<file path="src/rtl/kvs_conn_pkg.sv">
package kvs_conn_pkg;

  // ------------------------------
  // connection side definitions
  // ------------------------------

  // tcp port number
  typedef logic [15:0] port_t;

  // range opened once after reset
  // ports 2880 up to 2887
  localparam port_t LISTEN_PORT_FIRST = 16'd2880;
  localparam int    LISTEN_PORT_COUNT = 8;

endpackage

</file>
<file path="src/rtl/listen_port_opener.sv">
`timescale 1ns/100ps

module listen_port_opener
  import kvs_conn_pkg::*;
(
  input  logic  aclk,
  input  logic  aresetn,
  input  logic  listen_ready,
  output logic  listen_valid,
  output port_t listen_port
);

  port_t next_port;
  logic  range_left;
  logic  fire;

  // ports still left to open
  assign range_left = (next_port < port_t'(LISTEN_PORT_FIRST + LISTEN_PORT_COUNT));

  // qualify on the registered strobe so two never touch
  assign fire = listen_ready && !listen_valid && range_left;

  always_ff @(posedge aclk) begin
    if (!aresetn) begin
      listen_valid <= 1'b0;
      next_port    <= LISTEN_PORT_FIRST;
    end else begin
      listen_valid <= fire;
      if (fire) begin
        next_port <= next_port + 1'b1;
      end
    end
  end

  // port of the strobe being issued
  always_ff @(posedge aclk) begin
    if (fire) begin
      listen_port <= next_port;
    end
  end

  // ------------------------------
  // checks
  // ------------------------------
  // the network sees at most one strobe per two cycles
  a_no_adjacent: assert property (
    @(posedge aclk) disable iff (!aresetn)
    listen_valid |=> !listen_valid
  ) else $error("listen_port_opener: adjacent listen strobes");

endmodule

</file>
<file path="config.mk">
export PLATFORM = sky130hd
export DESIGN_NAME = listen_port_opener
export DESIGN_NICKNAME = d
export VERILOG_FILES = /design/src/rtl/kvs_conn_pkg.sv /design/src/rtl/listen_port_opener.sv
export SDC_FILE = /design/constraint.sdc
export NUM_CORES = 1
export LEC_CHECK = 0
export ABC_AREA = 1
export BUFFER_PORTS_ARGS = -buffer_cell sky130_fd_sc_hd__clkbuf_2
export CAP_MARGIN = 20
export CORE_UTILIZATION = 49
export DETAILED_ROUTE_END_ITERATION = 8
export PLACE_DENSITY = 0.75
export SYNTH_ARGS = -nofsm -noshare
export SYNTH_HDL_FRONTEND = slang
export SYNTH_SLANG_ARGS = --single-unit
</file>
<file path="constraint.sdc">
create_clock -name aclk -period 1.25 [get_ports aclk]
set_input_delay 0.1875 -clock aclk [delete_from_list [all_inputs] [get_ports aclk]]
set_output_delay 0.1875 -clock aclk [all_outputs]
set_load 0.02 [all_outputs]
</file>
======== Word level (Yosys, flattened, before mapping) ========
Cells that the tools add are included.
word-level totals
  flip-flop bits (word level) ............. 33
  logic and storage cells ................. 8
  input port bits ......................... 3
operators by class
  $lt $le $gt $ge ......................... 1
  reduce and logical (&&, ||, !) cells .... 3
  add/subtract/negate cells ............... 1
operators with widths
  operator                                                                        count
  16-bit by 1-bit adder with 16-bit output, second input constant                 1
  16-bit by 12-bit less-than comparator with 1-bit output, second input constant  1
  1-bit logical AND                                                               2
  1-bit zero test                                                                 1

======== Longest topological paths before layout ========
  word-level depth ........................ 3
  mapped depth ............................ 10
  gate-level depth less buffers ........... 9

======== Worst setup path after synthesis ========
OpenSTA, ideal clock, no wires.
  kind .................................... reg-to-reg
  start point ............................. register listen_valid
  end point ............................... register listen_port[0] (enable)
  setup slack ............................. -0.175 ns
  stages on the path, launching flop included .. 5
  arrival time ............................ 1.085 ns
  data required time ...................... 0.911 ns
  cells stage by stage .................... dfxtp_1 -> nand3b_1 -> nor2_4 -> nand2_4 -> inv_2
between the ends
  cells in the longest elaborated chain, start to end .. 3
RTL lines
  what                            line                      text
  start: declaration              listen_port_opener.sv:9   output logic listen_valid,
  start signal: assignment        listen_port_opener.sv:28  listen_valid <= fire;
  1-bit zero test                 listen_port_opener.sv:21  assign fire = listen_ready && !listen_valid && range_left;
  1-bit logical AND (2 in a row)  listen_port_opener.sv:21
  via fire                        listen_port_opener.sv:15  logic fire;
  end signal: assignment          listen_port_opener.sv:38  listen_port <= next_port;
  end: declaration                listen_port_opener.sv:10  output port_t listen_port
The timed path passes the listed nets, and every way through them passes these cells.
A chain may end at the register's enable or synchronous reset.

======== Final worst setup path ========
  start point ............................. register next_port[13]
  end point ............................... register next_port[6]
between the ends
  cells in the longest elaborated chain, start to end .. 2
RTL lines
  what                                                     line                      text
  start: declaration                                       listen_port_opener.sv:13  port_t next_port;
  start signal: assignment                                 listen_port_opener.sv:30  next_port <= next_port + 1'b1;
  16-bit by 12-bit less-than comparator with 1-bit output  listen_port_opener.sv:18  assign range_left = (next_port < port_t'(LISTEN_PORT_FIRST + LISTEN_PORT_COUNT));
  1-bit logical AND                                        listen_port_opener.sv:21
Every way passes these cells.

==> key figures <==
Status
  – Status: finished with violations
  – Failing checks: negative setup slack

Clock tree
  – CTS tree: done
  – Cts hold-fix bufs: 0
  – Reg clk slew, reported paths: 0.09 ns
  – Sink Count: 33
  – Clk_lat worst skew: 0.34 ns
  – Max H-tree Level: 2
  – Clk buf depth: 2
  – Root Driver: clkbuf_4
  – Clock buffer count from CTS: 5

Synthesis
  – Number of flops mapped to enable cells by yosys: 16
  – Sequential area share after synthesis: 0.600
  – Post-Syn Nets: 143
  – Top post-synthesis cells by count: nand2_1 (30), dfxtp_1 (17), edfxtp_1 (16)
  – Seq cells post-synth: 33
  – Main synth FF type: dfxtp_1
  – Syn_area_per_cell: 9.85 um^2
  – Area leader, netlist: edfxtp_1
  – Post-Syn Area: 1370 um^2
  – Number of distinct library cells after synthesis: 25
  – Yosys warns: 0
  – Mapped Cells: 139
  – Async SR Flop Fraction: 0
  – Leading post-synthesis cells by cell area: edfxtp_1 (35%), dfxtp_1 (25%), nand2_1 (8.2%)
  – Post-synth top area share: 0.351
  – Most frequent cell after synthesis: nand2_1

Timing
  – Max transition margin: 0.799
  – Slew @ Worst Pin: 0.301 ns
  – Hold Vio Cnt, Final: 0
  – Max-slew violations: 0
  – # setup viols final: 25
  – Final min period: 1.31 ns
  – Clk_skew: 0.00402 ns
  – Setup ws final: -0.0576 ns
  – RSZ-0062 raised after global routing: yes
  – Final hold slack: 0.206 ns
  – Fmax: 765 MHz
  – Final cycle utilization of the critical path: 1.05

Floorplan
  – Starting Density: 0.533
  – Core ar.: 2570 um^2
  – Die Ht: 54.9 um
  – I/O pins: 20
  – Die area: 3010 um^2
  – Die extent in x: 54.9 um
  – Row count: 18

Worst setup path
  – Worst setup startpoint: next_port[13]$_SDFFE_PN0P_
  – Critical path type: flip-flop to flip-flop
  – Crit. End Element: flip-flop
  – R2R setup slack: -0.06 ns
  – Critical Path Source Type: flip-flop
  – Worst EP arrival: 1.52 ns
  – Reg2reg path depth: 7
  – R2R Path Start: next_port[13]$_SDFFE_PN0P_
  – CP required: 1.47 ns
  – Worst r2r dst: next_port[6]$_SDFFE_PN1P_
  – Worst Setup EP: next_port[6]$_SDFFE_PN1P_
  – CP Max Fanout: 8

Global routing
  – Largest net degree at the start of global routing: 13
  – Grt ovf: 0
  – First-pass GRT wire length: 4.44 mm
  – Total track usage: 0.225
  – Initial antenna violation count: 0
  – Number of global-route vias before repair: 985

Detailed routing
  – Vias/cell: 5.19
  – Post-route DRC: 0
  – Routed via count: 1095
  – Post-route ant nets: 0
  – Final WL: 2.92 mm
  – Routed WL per cell: 13.8 um
  – Initial DRC Count: 30
  – Detailed Routing Iterations Pass 1: 4

Pwr
  – Max VDD drop: 0.784 mV
  – Leakage: 0.793 nW
  – Total Power: 2.02 mW
  – PD cells: 1100 nW/um^2

Cells and area
  – Ant diodes: 0
  – Area Overhead vs Synth: 33.4%
  – Multi-input gate area in the final layout: 577 um^2
  – Layout fillers: 179
  – Register area: 841 um^2
  – Layout cells sized above 1: 0.503
  – Utilization after layout: 0.711
  – Final net count: 184

Placement
  – Post-DP HPWL: 1.82 mm
  – Port buffer count: 19
  – RePlAce Congestion: 0.865

Min path
  – Hold crit path type: primary input to flip-flop

Run
  – Max Cap Viol: 0
[critical path, stage by stage (launching register included)]
cell and delay [ns]:
dfxtp_2 0.35, nor2_2 0.12, nand3b_1 0.12, nor2_4 0.20
nand2_8 0.12, buf_12 0.17, nand2_4 0.05, nand3_2 0.05
[flip-flops by register name, summed over array words and instances, names as in the netlist]
name,flops
next_port,16
listen_valid,1
listen_port,16
[kinds of logic after synthesis]
| kind of cell | after synthesis | synth area share |
|---|---|---|
| AND/OR/NAND/NOR | 72 | 0.251 |
| flip-flops | 33 | 0.600 |
| buffers and inverters | 19 | 0.0695 |
| AO/OA/AOI/OAI | 9 | 0.0384 |
| XOR/XNOR | 5 | 0.0320 |
| adder cells (fa/ha/maj) | 1 | 0.00914 |
[how the worst min path moves through the flow]
stage,start,endpoint,slack (ns),cells past startpoint
after floorplan,aresetn,next_port[0]$_SDFFE_PN0P_,0.32,2
after global placement,next_port[11]$_SDFFE_PN1P_,listen_port[11]$_DFFE_PP_,0.42,0
after detailed placement,next_port[15]$_SDFFE_PN0P_,next_port[15]$_SDFFE_PN0P_,0.43,2
after CTS,aresetn,next_port[9]$_SDFFE_PN1P_,0.19,2
after global routing,aresetn,next_port[9]$_SDFFE_PN1P_,0.21,2
final,aresetn,next_port[9]$_SDFFE_PN1P_,0.21,2
[power breakdown]
group / leakage [nW] / total, mW / switching [mW] / internal, mW
logic: 0.473 / 0.262 / 0.162 / 0.0996
registers: 0.294 / 1.21 / 0.0260 / 1.18
clock network: 0.0265 / 0.550 / 0.327 / 0.224
[metrics by stage]
stage               cell area [um^2]  setup TNS [ns]  instances  worst slack [ns]
floorplan                       1380          -0.368        139           -0.0230
global placement                1590               0        199            0.0255
detailed placement              1590         -0.0507        199           -0.0175
CTS                             1710        -0.00190        210          -0.00128
global route                    1830           -2.53        211            -0.111
finish                          1830           -1.27        211           -0.0576
[cell usage in the layout (no fill, tap or decap), types with 2 or more instances in the layout]
master    instances
o21ai_0           2
nand3_2           5
nor2_1           10
inv_1            14
nor3_1            2
nor2_2            3
a21oi_2           5
dfxtp_4           2
nand2_4           4
nand2_1          22
inv_8             2
buf_6             2
edfxtp_1         16
nand4_1           2
nand3_1           8
xor2_1            5
o21ai_2           2
clkbuf_2         19
clkbuf_1          3
clkbuf_4          5
nand2_2          10
dfxtp_1           5
buf_4            14
dfxtp_2          10
nor2_4            3
[metal layers]
metal  wire length, um  GRT usage
met4                87      0.132
met5                 0          0
met3               130     0.0917
met2              1530      0.361
met1              1170      0.248
[cell type report]
type | instances | area share
Sequential cell | 33 | 0.461
Timing Repair inverter | 1 | 0.00617
Timing Repair Buffer | 36 | 0.133
Multi-Input combinational cell | 87 | 0.316
Clock buffer | 8 | 0.0267
Tap cell | 30 | 0.0206
Inverter | 16 | 0.0370
[what timing repair did]
item                       CTS  global route
setup endpoints to repair   26            27
cloned                       1             0
pin swaps                    6            16
setup buffers                2             1
resized for setup           17            30
Note: power is estimated with default switching activity, not from simulation.
