**config.mk**
```make
export PLATFORM = sky130hd
export DESIGN_NAME = tx_meta_framer
export DESIGN_NICKNAME = d
export VERILOG_FILES = /design/src/rtl/kvs_stream_pkg.sv /design/src/rtl/tx_meta_framer.sv
export SDC_FILE = /design/constraint.sdc
export NUM_CORES = 1
export LEC_CHECK = 0
export BUFFER_PORTS_ARGS = -buffer_cell sky130_fd_sc_hd__buf_2
export CAP_MARGIN = 20
export CORE_ASPECT_RATIO = 0.8
export CORE_MARGIN = 1
export CORE_UTILIZATION = 44
export DETAILED_ROUTE_END_ITERATION = 8
export GPL_ROUTABILITY_DRIVEN = 0
export GPL_TIMING_DRIVEN = 0
export MAX_ROUTING_LAYER = met4
export PLACE_DENSITY = 0.79
export REMOVE_ABC_BUFFERS = 1
export SYNTH_ARGS = -nofsm -noshare
export SYNTH_HDL_FRONTEND = slang
export SYNTH_SLANG_ARGS = --single-unit
```
**constraint.sdc**
```tcl
create_clock -name aclk -period 2.15 [get_ports aclk]
set_clock_uncertainty 0.2 [all_clocks]
set_input_delay 0.215 -clock aclk [delete_from_list [all_inputs] [get_ports aclk]]
set_output_delay 0.215 -clock aclk [all_outputs]
set_load 0.005 [all_outputs]
```
**src/rtl/kvs_stream_pkg.sv**
```systemverilog
package kvs_stream_pkg;

  // ------------------------------
  // stream widths and types
  // ------------------------------
  localparam int WORD_W = 64;
  localparam int META_W = 64;

  typedef logic [WORD_W-1:0] word_t;
  // session id sits in the low 16 bits
  typedef logic [META_W-1:0] meta_t;
  typedef logic [15:0]       session_t;
  typedef logic [15:0]       len_t;
  // length in the upper half, session id in the lower half
  typedef logic [31:0]       tx_meta_t;

  // every beat is counted as a full word
  localparam len_t BYTES_PER_WORD = 16'd8;

  // ------------------------------
  // fifo depths as address bits
  // ------------------------------
  // 256 entries
  localparam int RX_FIFO_AW   = 8;
  // 64 entries
  localparam int TX_FIFO_AW   = 6;
  // 16 entries
  localparam int META_FIFO_AW = 4;

endpackage

```
**src/rtl/tx_meta_framer.sv**
```systemverilog
`timescale 1ns/100ps

module tx_meta_framer
  import kvs_stream_pkg::*;
(
  input  logic     aclk,
  input  logic     aresetn,
  // response beats from the store
  input  logic     resp_valid,
  output logic     resp_ready,
  input  meta_t    resp_meta,
  input  logic     resp_last,
  // transmit data fifo side
  input  logic     data_ready,
  output logic     beat_push,
  // metadata fifo side
  output logic     meta_valid,
  input  logic     meta_ready,
  output tx_meta_t meta_word
);

  typedef enum logic [1:0] {
    ST_IDLE,
    ST_BODY,
    ST_PEND
  } framer_state_t;

  framer_state_t state;
  len_t          len_cnt;
  session_t      session;
  len_t          len_next;
  session_t      session_next;
  logic          first_beat;
  logic          meta_stall;

  // entry waiting and nobody taking it
  assign meta_stall = (state == ST_PEND) && !meta_ready;
  assign resp_ready = data_ready && !meta_stall;
  assign beat_push  = resp_valid && resp_ready;
  assign meta_valid = (state == ST_PEND);

  // outside a packet the beat opens a new one
  assign first_beat   = (state != ST_BODY);
  assign len_next     = first_beat ? BYTES_PER_WORD : len_cnt + BYTES_PER_WORD;
  assign session_next = first_beat ? resp_meta[15:0] : session;

  // ------------------------------
  // packet state
  // ------------------------------
  always_ff @(posedge aclk) begin
    if (!aresetn) begin
      state   <= ST_IDLE;
      len_cnt <= '0;
    end else begin
      if (beat_push) begin
        len_cnt <= len_next;
      end
      unique case (state)
        ST_IDLE: begin
          if (beat_push) begin
            state <= resp_last ? ST_PEND : ST_BODY;
          end
        end
        ST_BODY: begin
          if (beat_push && resp_last) begin
            state <= ST_PEND;
          end
        end
        ST_PEND: begin
          // entry leaves now, next packet may already start
          if (beat_push) begin
            state <= resp_last ? ST_PEND : ST_BODY;
          end else if (meta_ready) begin
            state <= ST_IDLE;
          end
        end
        default: state <= ST_IDLE;
      endcase
    end
  end

  // session and metadata word, loaded by accepted beats
  always_ff @(posedge aclk) begin
    if (beat_push) begin
      session <= session_next;
      if (resp_last) begin
        meta_word <= {len_next, session_next};
      end
    end
  end

  a_meta_len: assert property (
    @(posedge aclk) disable iff (!aresetn)
    meta_valid |-> (meta_word[31:16] != '0) && (meta_word[31:16] % BYTES_PER_WORD == '0)
  ) else $error("tx_meta_framer: bad length %0d in metadata", meta_word[31:16]);

endmodule

```
[After elaboration in Yosys (flattened, before gate mapping)]
Index checks and enable logic that the tools add are counted.
Operators by class
  mux-type cells: 8
  equal/unequal tests: 6
  add/sub/neg operators: 1
  reduce and logical (&&, ||, !) cells: 9
Operators with widths (number)
  16-bit 2-to-1 mux: 2
  16-bit by 4-bit adder with 16-bit output (second input constant): 1
  2-bit 2-to-1 mux: 5
  2-bit case mux with 3 select lines: 1
  1-bit logical AND: 4
  2-bit inequality test (second input constant): 2
  3-bit by 2-bit inequality test with 1-bit output (second input constant): 1
  3-bit AND reduction: 1
  2-bit by 1-bit == test with 1-bit output (second input constant): 1
  2-bit == test (second input constant): 1
  1-bit zero test: 2
  2-bit zero test: 1
  2-bit by 1-bit inequality test with 1-bit output (second input constant): 1
  2-bit AND reduction: 1
Word-level totals
  input bits: 70
  output and inout port bits: 35
  register bits: 66
  logic and storage cells: 28

[Longest topological paths before layout]
  word-level depth: 8
  mapped depth: 6
  mapped depth without buffers: 5

[Worst setup path before layout]
Ideal clock, no wire load.
  kind: reg2reg
  start point: reg state[1]
  end point: reg meta_word[0], enable pin
  stages on the path, launching flop included: 5
  path slack: -0.049 ns
  data arrival time: 1.607 ns
  required time: 1.557 ns
  cells stage by stage: dfxtp_1 > nor3b_2 > or2_4 > inv_2 > and2_1
Between the ends
  longest elaborated chain between the ends: 6
Ends and longest elaborated chain
  from (decl): RTL line tx_meta_framer.sv:28  | framer_state_t state;
  from (signal assigned): RTL line tx_meta_framer.sv:61  | state <= resp_last ? ST_PEND : ST_BODY;
  from (signal assigned): RTL line tx_meta_framer.sv:72  | state <= resp_last ? ST_PEND : ST_BODY;
  2-bit == test: RTL line tx_meta_framer.sv:37  | assign meta_stall = (state == ST_PEND) && !meta_ready;
  1-bit logical AND: RTL line tx_meta_framer.sv:37
  1-bit zero test: RTL line tx_meta_framer.sv:38  | assign resp_ready = data_ready && !meta_stall;
  1-bit logical AND: RTL line tx_meta_framer.sv:38
  1-bit logical AND: RTL line tx_meta_framer.sv:39  | assign beat_push = resp_valid && resp_ready;
  2-bit AND reduction (no source line)
  to (signal assigned): RTL line tx_meta_framer.sv:87  | meta_word <= {len_next, session_next};
  to (decl): RTL line tx_meta_framer.sv:19  | output tx_meta_t meta_word
No other way between the ends.
A chain may end at the register's enable or synchronous reset.

[Worst setup path in the final report]
  start point: reg state[1]
  end point: out beat_push
Between the ends
  longest elaborated chain between the ends: 5
Ends and longest elaborated chain
  2-bit == test: RTL line tx_meta_framer.sv:37
  1-bit logical AND: RTL line tx_meta_framer.sv:37
  1-bit zero test: RTL line tx_meta_framer.sv:38
  1-bit logical AND: RTL line tx_meta_framer.sv:38
  1-bit logical AND: RTL line tx_meta_framer.sv:39
  to (decl): RTL line tx_meta_framer.sv:15  | output logic beat_push,
No other way between the ends.

==> results.yml <==
status:
  outcome: "finished, final reports clean"
yosys:
  synth_area_leaders: "edfxtp_1 (53%), dfxtp_1 (13%), nand2_1 (9.0%), xor2_1 (2.6%), and2_1 (2.3%)"
  synthCells: 226
  synth_seq_cells: 66
  avgSynthCellArea_um2: 12.0
  ys_types: 34
  synth.yosys.warnings: 0
  synth_top_area_share_pct: 53.0
  synth_area_um2: 2720
  ys_seq_area_share_pct: 66.3
  synth.largest_area_cell: "edfxtp_1"
power:
  powerDensity_nw_per_um2: 753
  ir_worst_vdd_mv: 0.295
  clkPwrFrac_pct: 38.3
  comb_power_share_pct: 6.8
  switching_power_uw: 577
  p_total_uw: 2590
  p_int_uw: 2010
  switching_share_pct: 22.3
  p_leak_uw: 0.00133
  seq_power_share_pct: 54.8
timing:
  period_share_pct: 94.5
  max_clock_freq_mhz: 492
  rsz0062_at_grt: "no"
  setup_violations: 0
  worst_pin_slew_ns: 0.801
  hold_viol: 0
  min_period_ns: 2.03
  finalMaxSlewViolations: 0
  timing.hold.ws_ns: 0.0271
  slew_headroom_pct: 46.6
layout:
  final_nets: 373
  nFillCells: 490
  area_delta_synth_final_pct: 26.6
  stdcell_area_um2: 3440
  antennaDiodeCount: 0
  final_util_pct: 57.9
  finalNonFillerCells: 388
  layout-drive-gt1-share_pct: 28.0
routing:
  drtIter0Drc: 100
  first_pass_iters: 4
  routedWlPerCell_um: 14.6
  vias_per_cell: 5.08
  wirelength_um: 5670
  vias: 1972
  postRouteAntennaNets: 0
  drcViolationCount: 0
clock_network:
  htree_levels: 3
  clk_latency_ns: 0.34
  clockBufferDepth: 2
  clock-sinks: 66
  clk_transition_reported_paths_ns: 0.07
  numCtsBuffers: 9
  cts_tree: "yes"
  clock-root-buffer: "clkbuf_8"
grt:
  grt-busiest-layer: "met2"
  grtUsageMet3_pct: 7.97
  use_met1_pct: 21.5
  overflow: 0
  grt_pass1_wl_um: 8870
  antenna_found_initial: 0
  track_usage_pct: 19.1
  grt_max_degree: 32
  met2_usage_pct: 30.0
  grt_pass1_vias: 1850
placed_design:
  dpl.cell_count: 353
  io_buffers: 56
  place_area_um2: 3050
  place_hpwl_um: 3170
flow_run:
  maxCapViolCount: 0
min_path:
  hold_class: "in2reg"
critical_path:
  path_class: "reg2out"
  start_kind: "flip-flop"
  worstPathRequired_ns: 1.74
  cp_max_fo: 28
  arrival_ns: 1.62
  r2r_slack_ns: 0.18
  endpoint_kind: "output pin"
floorplanning:
  io_pins: 105
  initial_utilization_pct: 45.7
  fp-row-count: 25
  die_y_um: 72.3
  dieArea_um2: 6500
  fp.dieW_um: 89.9
  placeableCoreArea_um2: 5940
[per-layer routing]
| layer | wire (µm) | vias to the layer above | part of all wire, % |
|---|---|---|---|
| met2 | 2670 | 79 | 47 |
| met5 | 0 | - | 0 |
| met1 | 2440 | 929 | 43 |
| li1 | - | 945 | - |
| met4 | 146 | 0 | 2.6 |
| met3 | 402 | 19 | 7.1 |
[layout make-up]
cell class | instances | area [µm²] | area share [%]
repair buffers | 75 | 473 | 13.8
inverters | 1 | 8.76 | 0.255
flip-flops and latches | 66 | 1800 | 52.4
clock buffers | 9 | 124 | 3.60
well taps | 81 | 101 | 2.95
multi-input cells | 149 | 861 | 25.0
clock inverters | 7 | 70.1 | 2.04
[power by group through the flow]
stage / sequential (µW) / clock, µW / combinational (µW)
after floorplan: 1450 / 0 / 69.6
after global placement: 1450 / 0 / 137
after detailed placement: 1450 / 0 / 145
after CTS: 1420 / 1020 / 173
after global routing: 1420 / 1070 / 195
final: 1420 / 993 / 177
[placed cells by master, fill, tap and decap left out, drive strengths merged, types with 4 or more instances in the layout]
master / n
nand2: 66
a31o: 4
dfxtp: 18
a21boi: 4
buf: 58
nand3: 4
nor2: 11
nand4: 4
clkbuf: 9
a21oi: 5
edfxtp: 48
and2: 11
dlygate4sd3: 17
o32ai: 6
xor2: 8
[worst paths after layout]
path              startpoint       endpoint  cells after the start
setup / recovery    state[1]      beat_push                      4
hold / removal    data_ready     len_cnt[3]                      3
setup reg to reg    state[1]  meta_word[21]                      4
hold reg to reg   len_cnt[1]     len_cnt[1]                      1
[synthesized netlist by cell type]
library cell,number
a21boi_0,3
a21boi_2,1
a21o_1,3
a21oi_1,5
a31o_1,4
and2_1,10
and2b_1,2
and3_1,1
and4_1,2
and4_4,1
buf_2,7
buf_6,2
clkbuf_1,2
dfxtp_1,18
edfxtp_1,48
ha_1,1
inv_2,1
nand2_1,65
nand2_2,1
nand2b_1,2
nand3_1,4
nand4_1,3
nand4_2,1
nor2_1,11
nor2b_1,2
nor3_1,3
nor3b_2,2
o211a_1,2
o21ai_1,1
o32ai_1,4
o32ai_2,2
or2_4,1
xnor2_1,3
xor2_1,8
[cells by family (layout without fill, tap and decap cells)]
| kind of cell | count (synthesis) | count (layout) | synth area share [%] |
|---|---|---|---|
| XOR/XNOR | 11 | 11 | 3.55 |
| AND/OR/NAND/NOR | 111 | 112 | 19.5 |
| flip-flops | 66 | 66 | 66.3 |
| buffers and inverters | 12 | 92 | 2.53 |
| adder cells (fa/ha/maj) | 1 | 1 | 0.460 |
| AO/OA/AOI/OAI | 25 | 25 | 7.69 |
[timing repair]
item,4_1_cts,5_1_grt
cloned,1,0
buffers inserted,0,1
endpoints found under the hold margin,33,0
pin swaps,1,1
hold buffers,17,0
gates resized for setup,5,1
setup endpoints to repair,42,41
[flip-flops by register name (all words and copies together) (netlist names)]
name / cells
meta_word: 32
session: 16
state: 2
len_cnt: 16
[through the flow]
step | worst slack, ns | TNS, ns
detailed placement | -0.556 | -21.29
CTS | 0.0197 | 0
finish | 0.117 | 0
global route | 0.0101 | 0
floorplan | -0.434 | -14.20
global placement | -1.02 | -36.01
[worst max-delay path, stage by stage (launching register included)]
cell and delay [ns]:
dfxtp_1 0.35, nor3b_2 0.17, or2_4 0.33, inv_6 0.24, buf_2 0.18
(Power assumes the default switching activity.)
