### config.mk
export PLATFORM = sky130hd
export DESIGN_NAME = stream_fifo
export DESIGN_NICKNAME = d
export VERILOG_FILES = /design/src/rtl/stream_fifo.sv
export SDC_FILE = /design/constraint.sdc
export NUM_CORES = 1
export LEC_CHECK = 0
export BUFFER_PORTS_ARGS = -buffer_cell sky130_fd_sc_hd__buf_2
export CORE_MARGIN = 2
export CORE_UTILIZATION = 41
export CTS_CLUSTER_DIAMETER = 150
export DETAILED_ROUTE_END_ITERATION = 10
export PLACE_DENSITY = 0.63
export SLEW_MARGIN = 20
export SYNTH_ARGS = -nofsm -noshare
export SYNTH_HDL_FRONTEND = slang
export SYNTH_SLANG_ARGS = --single-unit
### constraint.sdc
create_clock -name aclk -period 14.4 [get_ports aclk]
set_input_delay 0.72 -clock aclk [delete_from_list [all_inputs] [get_ports aclk]]
set_output_delay 0.72 -clock aclk [all_outputs]
set_load 0.02 [all_outputs]
### src/rtl/stream_fifo.sv
`timescale 1ns/100ps

module stream_fifo #(
  parameter int WIDTH     = 64,
  parameter int ADDR_BITS = 4
) (
  input  logic             aclk,
  input  logic             aresetn,
  // write side
  input  logic             in_valid,
  output logic             in_ready,
  input  logic [WIDTH-1:0] in_data,
  // read side
  output logic             out_valid,
  input  logic             out_ready,
  output logic [WIDTH-1:0] out_data
);

  // pointers carry one extra wrap bit
  logic [ADDR_BITS:0] wr_ptr;
  logic [ADDR_BITS:0] rd_ptr;
  logic [ADDR_BITS:0] count;
  logic [WIDTH-1:0]   mem [2**ADDR_BITS];
  logic               full;
  logic               empty;
  logic               push;
  logic               pop;

  // ------------------------------
  // status
  // ------------------------------
  assign count = wr_ptr - rd_ptr;
  assign empty = (wr_ptr == rd_ptr);
  // same slot, different lap
  assign full  = (wr_ptr[ADDR_BITS] != rd_ptr[ADDR_BITS]) &&
                 (wr_ptr[ADDR_BITS-1:0] == rd_ptr[ADDR_BITS-1:0]);

  assign in_ready  = !full;
  assign out_valid = !empty;
  assign push      = in_valid && in_ready;
  assign pop       = out_valid && out_ready;

  // head entry falls through to the output
  assign out_data = mem[rd_ptr[ADDR_BITS-1:0]];

  // ------------------------------
  // storage and pointers
  // ------------------------------
  always_ff @(posedge aclk) begin
    if (push) begin
      mem[wr_ptr[ADDR_BITS-1:0]] <= in_data;
    end
  end

  always_ff @(posedge aclk) begin
    if (!aresetn) begin
      wr_ptr <= '0;
      rd_ptr <= '0;
    end else begin
      if (push) begin
        wr_ptr <= wr_ptr + 1'b1;
      end
      if (pop) begin
        rd_ptr <= rd_ptr + 1'b1;
      end
    end
  end

  // ------------------------------
  // checks
  // ------------------------------
  // a stalled head word must not move under the reader
  a_hold_data: assert property (
    @(posedge aclk) disable iff (!aresetn)
    out_valid && !out_ready |=> $stable(out_data)
  ) else $error("stream_fifo: head word changed while stalled");

  // pointer distance stays within the buffer
  a_count_bound: assert property (
    @(posedge aclk) disable iff (!aresetn)
    count <= 2**ADDR_BITS
  ) else $error("stream_fifo: entry count %0d above depth", count);

endmodule

# Word-level counts from Yosys, hierarchy flattened
# Memory sizes are Yosys's and may differ from the RTL's. A register that Yosys moved wholly into a read port is not among the register bits.
# Index checks and enable logic that the tools add are counted.
[classes]
mux = 4
reduce_logical = 5
eq_ne = 3
addsub = 2
[ops]
columns = ["op", "n"]
rows = [
  ["adder 5 x 1 -> 5 bit, second input constant", 2],
  ["2-to-1 mux 4 bit", 2],
  ["== test 5 bit", 1],
  ["== test 4 bit", 1],
  ["logical AND 1 bit", 3],
  ["logical NOT 1 bit", 2],
  ["2-to-1 mux 1 bit", 2],
  ["!= test 1 bit", 1],
]
[word_totals]
out_inout_bits = 66
input_bits = 68
word_cells = 17
mem_bits_rw = 1024
mem_count = 1
regBits = 10
[memory_table]
columns = ["memory", "words", "width", "rd", "rd_ports_with_merged_regs", "write_ports", "line", "text"]
rows = [
  ["mem", 16, 64, 1, 1, 1, "23", "logic [WIDTH-1:0] mem [2**ADDR_BITS];"],
]

# Longest topological paths before layout
# Gate-level depths: netlist of the first run.
[depth]
ltp_word = 6
depth_mapped = 5

# Worst setup path after synthesis of the first run
# Ideal clock, no wire load.
[synth_timing]
kind = "flip-flop to flip-flop"
startpoint = "register wr_ptr[0]"
endpoint = "memory mem[15][0] (enable)"
n_path_buf = 1
required_ns = 13.889
path_stages_with_launch = 5
synth_period_minus_slack_ns = 4.556
t_arrival_ns = 4.045
path_slack_ns = 9.844
setup_time_ns = 0.511
cell_sequence = "dfxtp_1 -> xor2_1 -> nor4_2 -> buf_2 -> a21oi_1"
[synth_via]
elab_chain_cells = 6
[synth_rtl]
columns = ["item", "line", "text"]
rows = [
  ["start: declaration", "20", "logic [ADDR_BITS:0] wr_ptr;"],
  ["start signal: assignment", "61", "wr_ptr <= wr_ptr + 1'b1;"],
  ["== test 4 bit", "36", "(wr_ptr[ADDR_BITS-1:0] == rd_ptr[ADDR_BITS-1:0]);"],
  ["logical AND 1 bit", "35", "assign full = (wr_ptr[ADDR_BITS] != rd_ptr[ADDR_BITS]) &&"],
  ["logical NOT 1 bit", "38", "assign in_ready = !full;"],
  ["logical AND 1 bit", "40", "assign push = in_valid && in_ready;"],
  ["2-to-1 mux 1 bit", "50", "if (push) begin"],
  ["2-to-1 mux 1 bit (not written as such)", "51", "mem[wr_ptr[ADDR_BITS-1:0]] <= in_data;"],
  ["end: declaration", "23", ""],
]
# Several ways; a longest one is shown, not always the timed one.

==> summary.md, run 1 <==
| Metric | Value |
|---|---|
| Fin crit period | `5620 ps` |
| Remaining antenna violation count after routing | `0` |
| Grt total ovfl | `0` |
| Slew Limit Headroom | `25.2%` |
| Worst EP arrival | `4900 ps` |
| CTS tree | `built` |
| Post_cts resized | `0` |
| Initial antenna violation count | `13` |
| Crit path kind | `reg2out` |
| First-pass GRT wire length | `124 mm` |
| Synthesized cell area | `0.0394 mm2` |
| Initial Util | `between 40% and 50%` |
| Post-synthesis register bit count | `1038` |
| Die H | `314 um` |
| Finish-stage setup viols | `0` |
| Syn-to-layout area delta | `13.7%` |
| Final WL | `roughly 85 mm` |
| Clock Tree Root | `clkbuf_16` |
| CP Max Fanout | `78` |
| Hold_buf cts | `0` |
| RSZ-0062 raised after global routing | `no` |
| Vias/cell | `5.55` |
| Nets@finish | `about 1800` |
| Final hold vios | `0` |
| Skew final | `between 30 and 40 ps` |
| Yosys top cell by area | `edfxtp_1` |
| Port buffer count | `approximately 130` |
| Post-route total power | `6.76 mW` |
| Dominant cells by area after synthesis | `edfxtp_1, mux4_2, mux4_1, dfxtp_1, buf_6` |
| Max-cap viol count | `0` |
| Total GRT Usage | `between 15 and 20%` |
| VDD IR-drop max | `0.0948 mV` |
| Worst Setup Slack, final | `8780 ps` |
| Final instance area | `0.0448 mm2` |
| Register area share after synthesis | `78.8%` |
| Fin. max-slew vios | `0` |
| Maximum clock path buffer count | `3` |
| WL/cell | `27.8 um` |
| Worst path required time | `approximately 14000 ps` |
| Most frequent cells in the layout | `edfxtp_1, mux4_2, buf_2, clkbuf_16, clkinv_1` |
| Post-DP Area | `0.0414 mm2` |
| Status | `finished clean` |
| Die Footprint | `0.0986 mm2` |
| PwrDens | `151 mW/mm2` |
| H-tree levels | `3` |
| Hold Startpoint | `in_data[14]` |
| Total clock sinks | `between 1000 and 1500` |
| Final HPWL DP | `41.0 mm` |
| RePlAce Congestion | `0.692` |
| Post-Place Setup Slack | `between 9000 and 10000 ps` |
| DRC viols | `0` |
| Worst Tran Pin Value | `1120 ps` |
| RR Startpoint | `wr_ptr[2]` |
| Hold Crit Class | `in2reg` |
| Top-area cell type share of the netlist area | `78.1%` |
| Fin util | `a little under half` |
| Worst Setup End Kind | `output port` |
| Num ports | `about 130` |
| Yosys cell types | `30` |
| Vias in the first global route | `about 18000` |
| Iter 0 DRT Violations | `2066` |
| Total CTS buffers | `101` |
| Syn Nets | `around 1600` |
| Lkg Pwr | `13.7 nW` |
| Syn avg cell area | `25.9 um2` |
| Synth warn | `0` |
| Worst-skew pair later-pin latency | `about 660 ps` |
| # Post-CTS Setup Buffers | `0` |
| Row cnt | `113` |
| Die span in x | `roughly 310 um` |
| Core ar. | `0.0952 mm2` |
| Maximum clock frequency | `0.178 GHz` |
| Tcrit/Tclk final | `39.0%` |
| Clock slew at reported path FFs | `70 ps` |
| Most common cell after layout, fill and taps aside | `edfxtp_1` |
| Routed via count | `17000` |
| Setup TNS | `0 ps` |
| Startpoint types | `register` |
| Layout cells sized above 1 | `a little over a third` |
| DR pass1 iterations | `7` |
| Largest net degree at the start of global routing | `169` |
| Syn Inst Count | `1523` |
flip-flops by register name (all words and copies together), names as in the netlist, named ones only:
register and cells:
mem 1024, rd_ptr 5, wr_ptr 5
worst paths after layout:
kind	depth (start not counted)	slack (ps)	end
setup / recovery	6	8780	out_data[36]
setup reg to reg	5	10950	mem[5][28]
hold / removal	1	430	mem[2][14]
hold reg to reg	2	510	rd_ptr[4]
layer usage:
metal  vias to the layer above  track usage [%]  part of all wire [%]
met5                         -                0                  0.12
met4                        16             4.78                   2.1
met3                       148             3.71                   5.4
met2                       454             28.8                    50
met1                      9299             23.6                    42
li1                       7076                -                     -
layout make-up:
cell class | count | area, um2
diodes | 3 | 7.51
inverters | 6 | 22.5
multi-input cells | 402 | 7920
flip-flops and latches | 1038 | 31000
clock buffers | 124 | 2730
repair buffers | 160 | 926
well taps | 1265 | 1580
fillers | 7579 | 50400
clock inverters | 64 | 567
metrics by stage:
stage / std cells / hold slack, ps
after global routing: 3060 / 408
final: 3062 / 435
after floorplan: 1523 / 478
after global placement: 2869 / 492
after detailed placement: 2869 / 505
after CTS: 3057 / 389
cell usage after synthesis, drive strengths merged:
cell type and n:
mux4 320, nand3 9, buf 47, nor4 1
a21oi 4, dfxtp 14, xor2 5, a2111o 2
mux2i 8, and2 1, and4b 4, edfxtp 1024
nand3b 2, xnor2 1, inv 6, a211o 2
nand2b 3, nand4 5, ha 5, nor2b 1
and3 11, nand2 13, clkbuf 30, nor2 1
o211ai 4
worst max-delay path: stages (launching register included):
cell	delay, ps
dfxtp_4	930
buf_12	420
buf_16	460
buf_4	850
mux4_1	650
mux4_2	540
buf_2	190
cell families after synthesis:
| kind of cell | Yosys count | synth area share [%] |
|---|---|---|
| AO/OA/AOI/OAI | 12 | 0.229 |
| XOR/XNOR | 6 | 0.133 |
| adder cells (fa/ha/maj) | 5 | 0.159 |
| buffers and inverters | 83 | 1.32 |
| flip-flops | 1038 | 78.8 |
| multiplexers | 328 | 18.6 |
| AND/OR/NAND/NOR | 51 | 0.753 |
report_power, final:
part           internal (mW)  leakage [nW]  switching, mW
Sequential              3.36          9.37         0.0354
Combinational          0.371          2.67          0.378
Clock                   1.52          1.61           1.09
Total                   5.25          13.7           1.51
Power figures use the tool's default switching activity.
==> inputs of run 2 (changes only) <==
clock period = 5.25 ns   (was 14.4 ns; I/O delays follow)
==> run 2 against run 1 <==
Total power rose to 2.8 times the previous value. Non-clock buffer count up 78. Critical path type unchanged. Sequential cell count stayed put. Register-to-register slack lost 9100 ps. Combinational power increased to 3.0 times the previous value. Via count grew 2.5%. Critical path depth shrank 2. Clock skew up 0.57 ps. Worst setup slack lost 7200 ps.
==> summary.md, run 2 (same netlist as run 1, synthesis figures left out) <==
| Metric | Value |
|---|---|
| Startpoint types | `register (unchanged)` |
| Hold slack | `32.8 ps (was 435 ps)` |
| Most frequent cells in the layout | `edfxtp_1, mux4_2, buf_2, clkbuf_16, dlygate4sd3_1 (was edfxtp_1, mux4_2, buf_2, clkbuf_16, clkinv_1)` |
| Die span in x | `314 um (unchanged)` |
| Iter 0 DRT Violations | `1645 (was 2066)` |
| CP Cell Sequence | `buf_12 > mux4_1 > mux4_2 > buf_2 (was buf_12 > buf_16 > buf_4 > mux4_1 > mux4_2 > buf_2)` |
| Max stage delay on crit path | `770 ps (was 930 ps)` |
| Final WL | `84.5 mm (was 85.2 mm)` |
| Vias/cell | `5.56 (was 5.55)` |
| # fillers | `7499 (was 7579)` |
| Total GRT Usage | `17.2% (was 17.5%)` |
| RR Startpoint | `wr_ptr[2] (unchanged)` |
| Most common cell after layout, fill and taps aside | `edfxtp_1 (unchanged)` |
| Total stage count of the critical path | `4 (was 6)` |
| Final HPWL DP | `47.9 mm (was 41.0 mm)` |
| Finish-stage setup viols | `0 (unchanged)` |
| Routed via count | `17400 (was 17000)` |
| Layout cells sized above 1 | `34.6% (was 35.2%)` |
| Slew Limit Headroom | `28.8% (was 25.2%)` |
| Worst path slowest cell | `dfxtp_4 (unchanged)` |
| RSZ-0062 raised after global routing | `no (unchanged)` |
| Nets@finish | `1860 (was 1782)` |
| Max FFs per register | `1024 (unchanged)` |
| DR pass1 iterations | `5 (was 7)` |
| Initial antenna violation count | `4 (was 13)` |
| Vias in the first global route | `18400 (was 18100)` |
| Tcrit/Tclk final | `a little over two thirds` |
| Worst-skew pair later-pin latency | `680 ps (was 660 ps)` |
| First-pass GRT wire length | `125 mm (was 124 mm)` |
| H-tree levels | `3 (unchanged)` |
| Crit path kind | `reg2out (unchanged)` |
| Setup TNS | `0 ps (unchanged)` |
| Skew final | `33.4 ps (was 32.8 ps)` |
| Die Footprint | `0.0986 mm2 (unchanged)` |
| Remaining antenna violation count after routing | `0 (unchanged)` |
| Worst path required time | `4990 ps (was 13680 ps)` |
| CTS tree | `built (unchanged)` |
| Total clock sinks | `1038 (unchanged)` |
| Hold EP | `mem[10][27] (was mem[2][14])` |
| Row cnt | `113 (unchanged)` |
| Total CTS buffers | `101 (unchanged)` |
| PwrDens | `413 mW/mm2 (was 151 mW/mm2)` |
| Fin. max-slew vios | `0 (unchanged)` |
| Family with the most delay on the worst path | `multiplexers (was buffers and inverters)` |
| Grt total ovfl | `0 (unchanged)` |
| Num ports | `134 (unchanged)` |
| # Post-CTS Setup Buffers | `0 (unchanged)` |
| VDD IR-drop max | `0.260 mV (was 0.0948 mV)` |
| Clock Tree Root | `clkbuf_16 (unchanged)` |
| R2r setup slk | `1800 ps (was 10950 ps)` |
| Lkg Pwr | `14.1 nW (was 13.7 nW)` |
| DRC viols | `0 (unchanged)` |
| Maximum clock frequency | `0.274 GHz` |
| Hold Crit Class | `in2reg (unchanged)` |
| Status | `finished clean (unchanged)` |
| FF-to-FF End | `mem[12][26] (was mem[5][28])` |
| Core ar. | `0.0952 mm2 (unchanged)` |
| Initial Util | `41.4% (unchanged)` |
| Fin crit period | `3640 ps` |
| Hold Startpoint | `in_data[27] (was in_data[14])` |
| R2R depth | `6 (was 5)` |
| Worst EP arrival | `3380 ps (was 4900 ps)` |
| Die H | `314 um (unchanged)` |
| WL/cell | `27.0 um (was 27.8 um)` |
| Worst path bufs/invs | `2 (was 4)` |
| Syn-to-layout area delta | `16.0% (was 13.7%)` |
| Largest net degree at the start of global routing | `70 (was 169)` |
| Maximum clock path buffer count | `3 (unchanged)` |
| CP Max Fanout | `63 (was 78)` |
| Final hold vios | `0 (unchanged)` |
| Worst Tran Pin Value | `1070 ps (was 1120 ps)` |
| Post-DP Area | `0.0417 mm2 (was 0.0414 mm2)` |
| Max-cap viol count | `0 (unchanged)` |
| Port buffer count | `133 (unchanged)` |
| RePlAce Congestion | `0.747 (was 0.692)` |
| Clock slew at reported path FFs | `60 ps (was 70 ps)` |
| Worst Setup End Kind | `output port (unchanged)` |
| Hold Path Stages | `1 (unchanged)` |
| Final instance area | `0.0457 mm2 (was 0.0448 mm2)` |
[run 2: area by class of cell]
class,instances,area [um2],area share (%)
clock buffers,122,2650,5.80
repair buffers,238,1730,3.79
well taps,1265,1580,3.46
inverters,6,22.5,0.0493
diodes,2,5.00,0.0110
flip-flops and latches,1038,31000,67.9
multi-input cells,402,7920,17.3
clock inverters,61,744,1.63
[run 2: layer usage]
layer / global-route usage [%] / share of wire, % / vias to the layer above
li1: - / - / 7223
met1: 24.6 / 42 / 9468
met2: 27.7 / 49 / 627
met3: 3.13 / 6.7 / 106
met4: 4.22 / 1.8 / 2
met5: 0 / 0.015 / -
[run 2: how the worst max path moves through the flow]
stage,start,end,slack [ps]
floorplan,wr_ptr[0],mem[15][0],690
global placement,wr_ptr[2],mem[13][26],1570
detailed placement,wr_ptr[2],mem[12][16],1440
CTS,wr_ptr[2],mem[12][26],1400
global route,register,out_data[23],1410
finish,register,out_data[23],1610
[run 2: what timing repair did]
item / CTS / global route
hold buffers: 62 / 0
setup endpoints to repair: 0 / 0
hold endpoints to repair: 920 / 0
resized for setup: 0 / 0
[run 2: per-stage QoR]
stage          utilization, %  instances  setup slack [ps]  power [mW]
2_1_floorplan               -       1523               694        11.0
3_3_place_gp             43.8       2887              1570        11.7
3_5_place_dp             43.8       2887              1440        11.7
4_1_cts                  48.0       3132              1400        19.1
5_1_grt                  48.0       3134              1410        19.5
6_report                 48.0       3134              1610        18.9
[run 2: power breakdown]
part | switching [mW] | internal, mW
sequential | 0.0938 | 9.21
clock | 3.03 | 4.34
combinational | 1.15 | 1.07
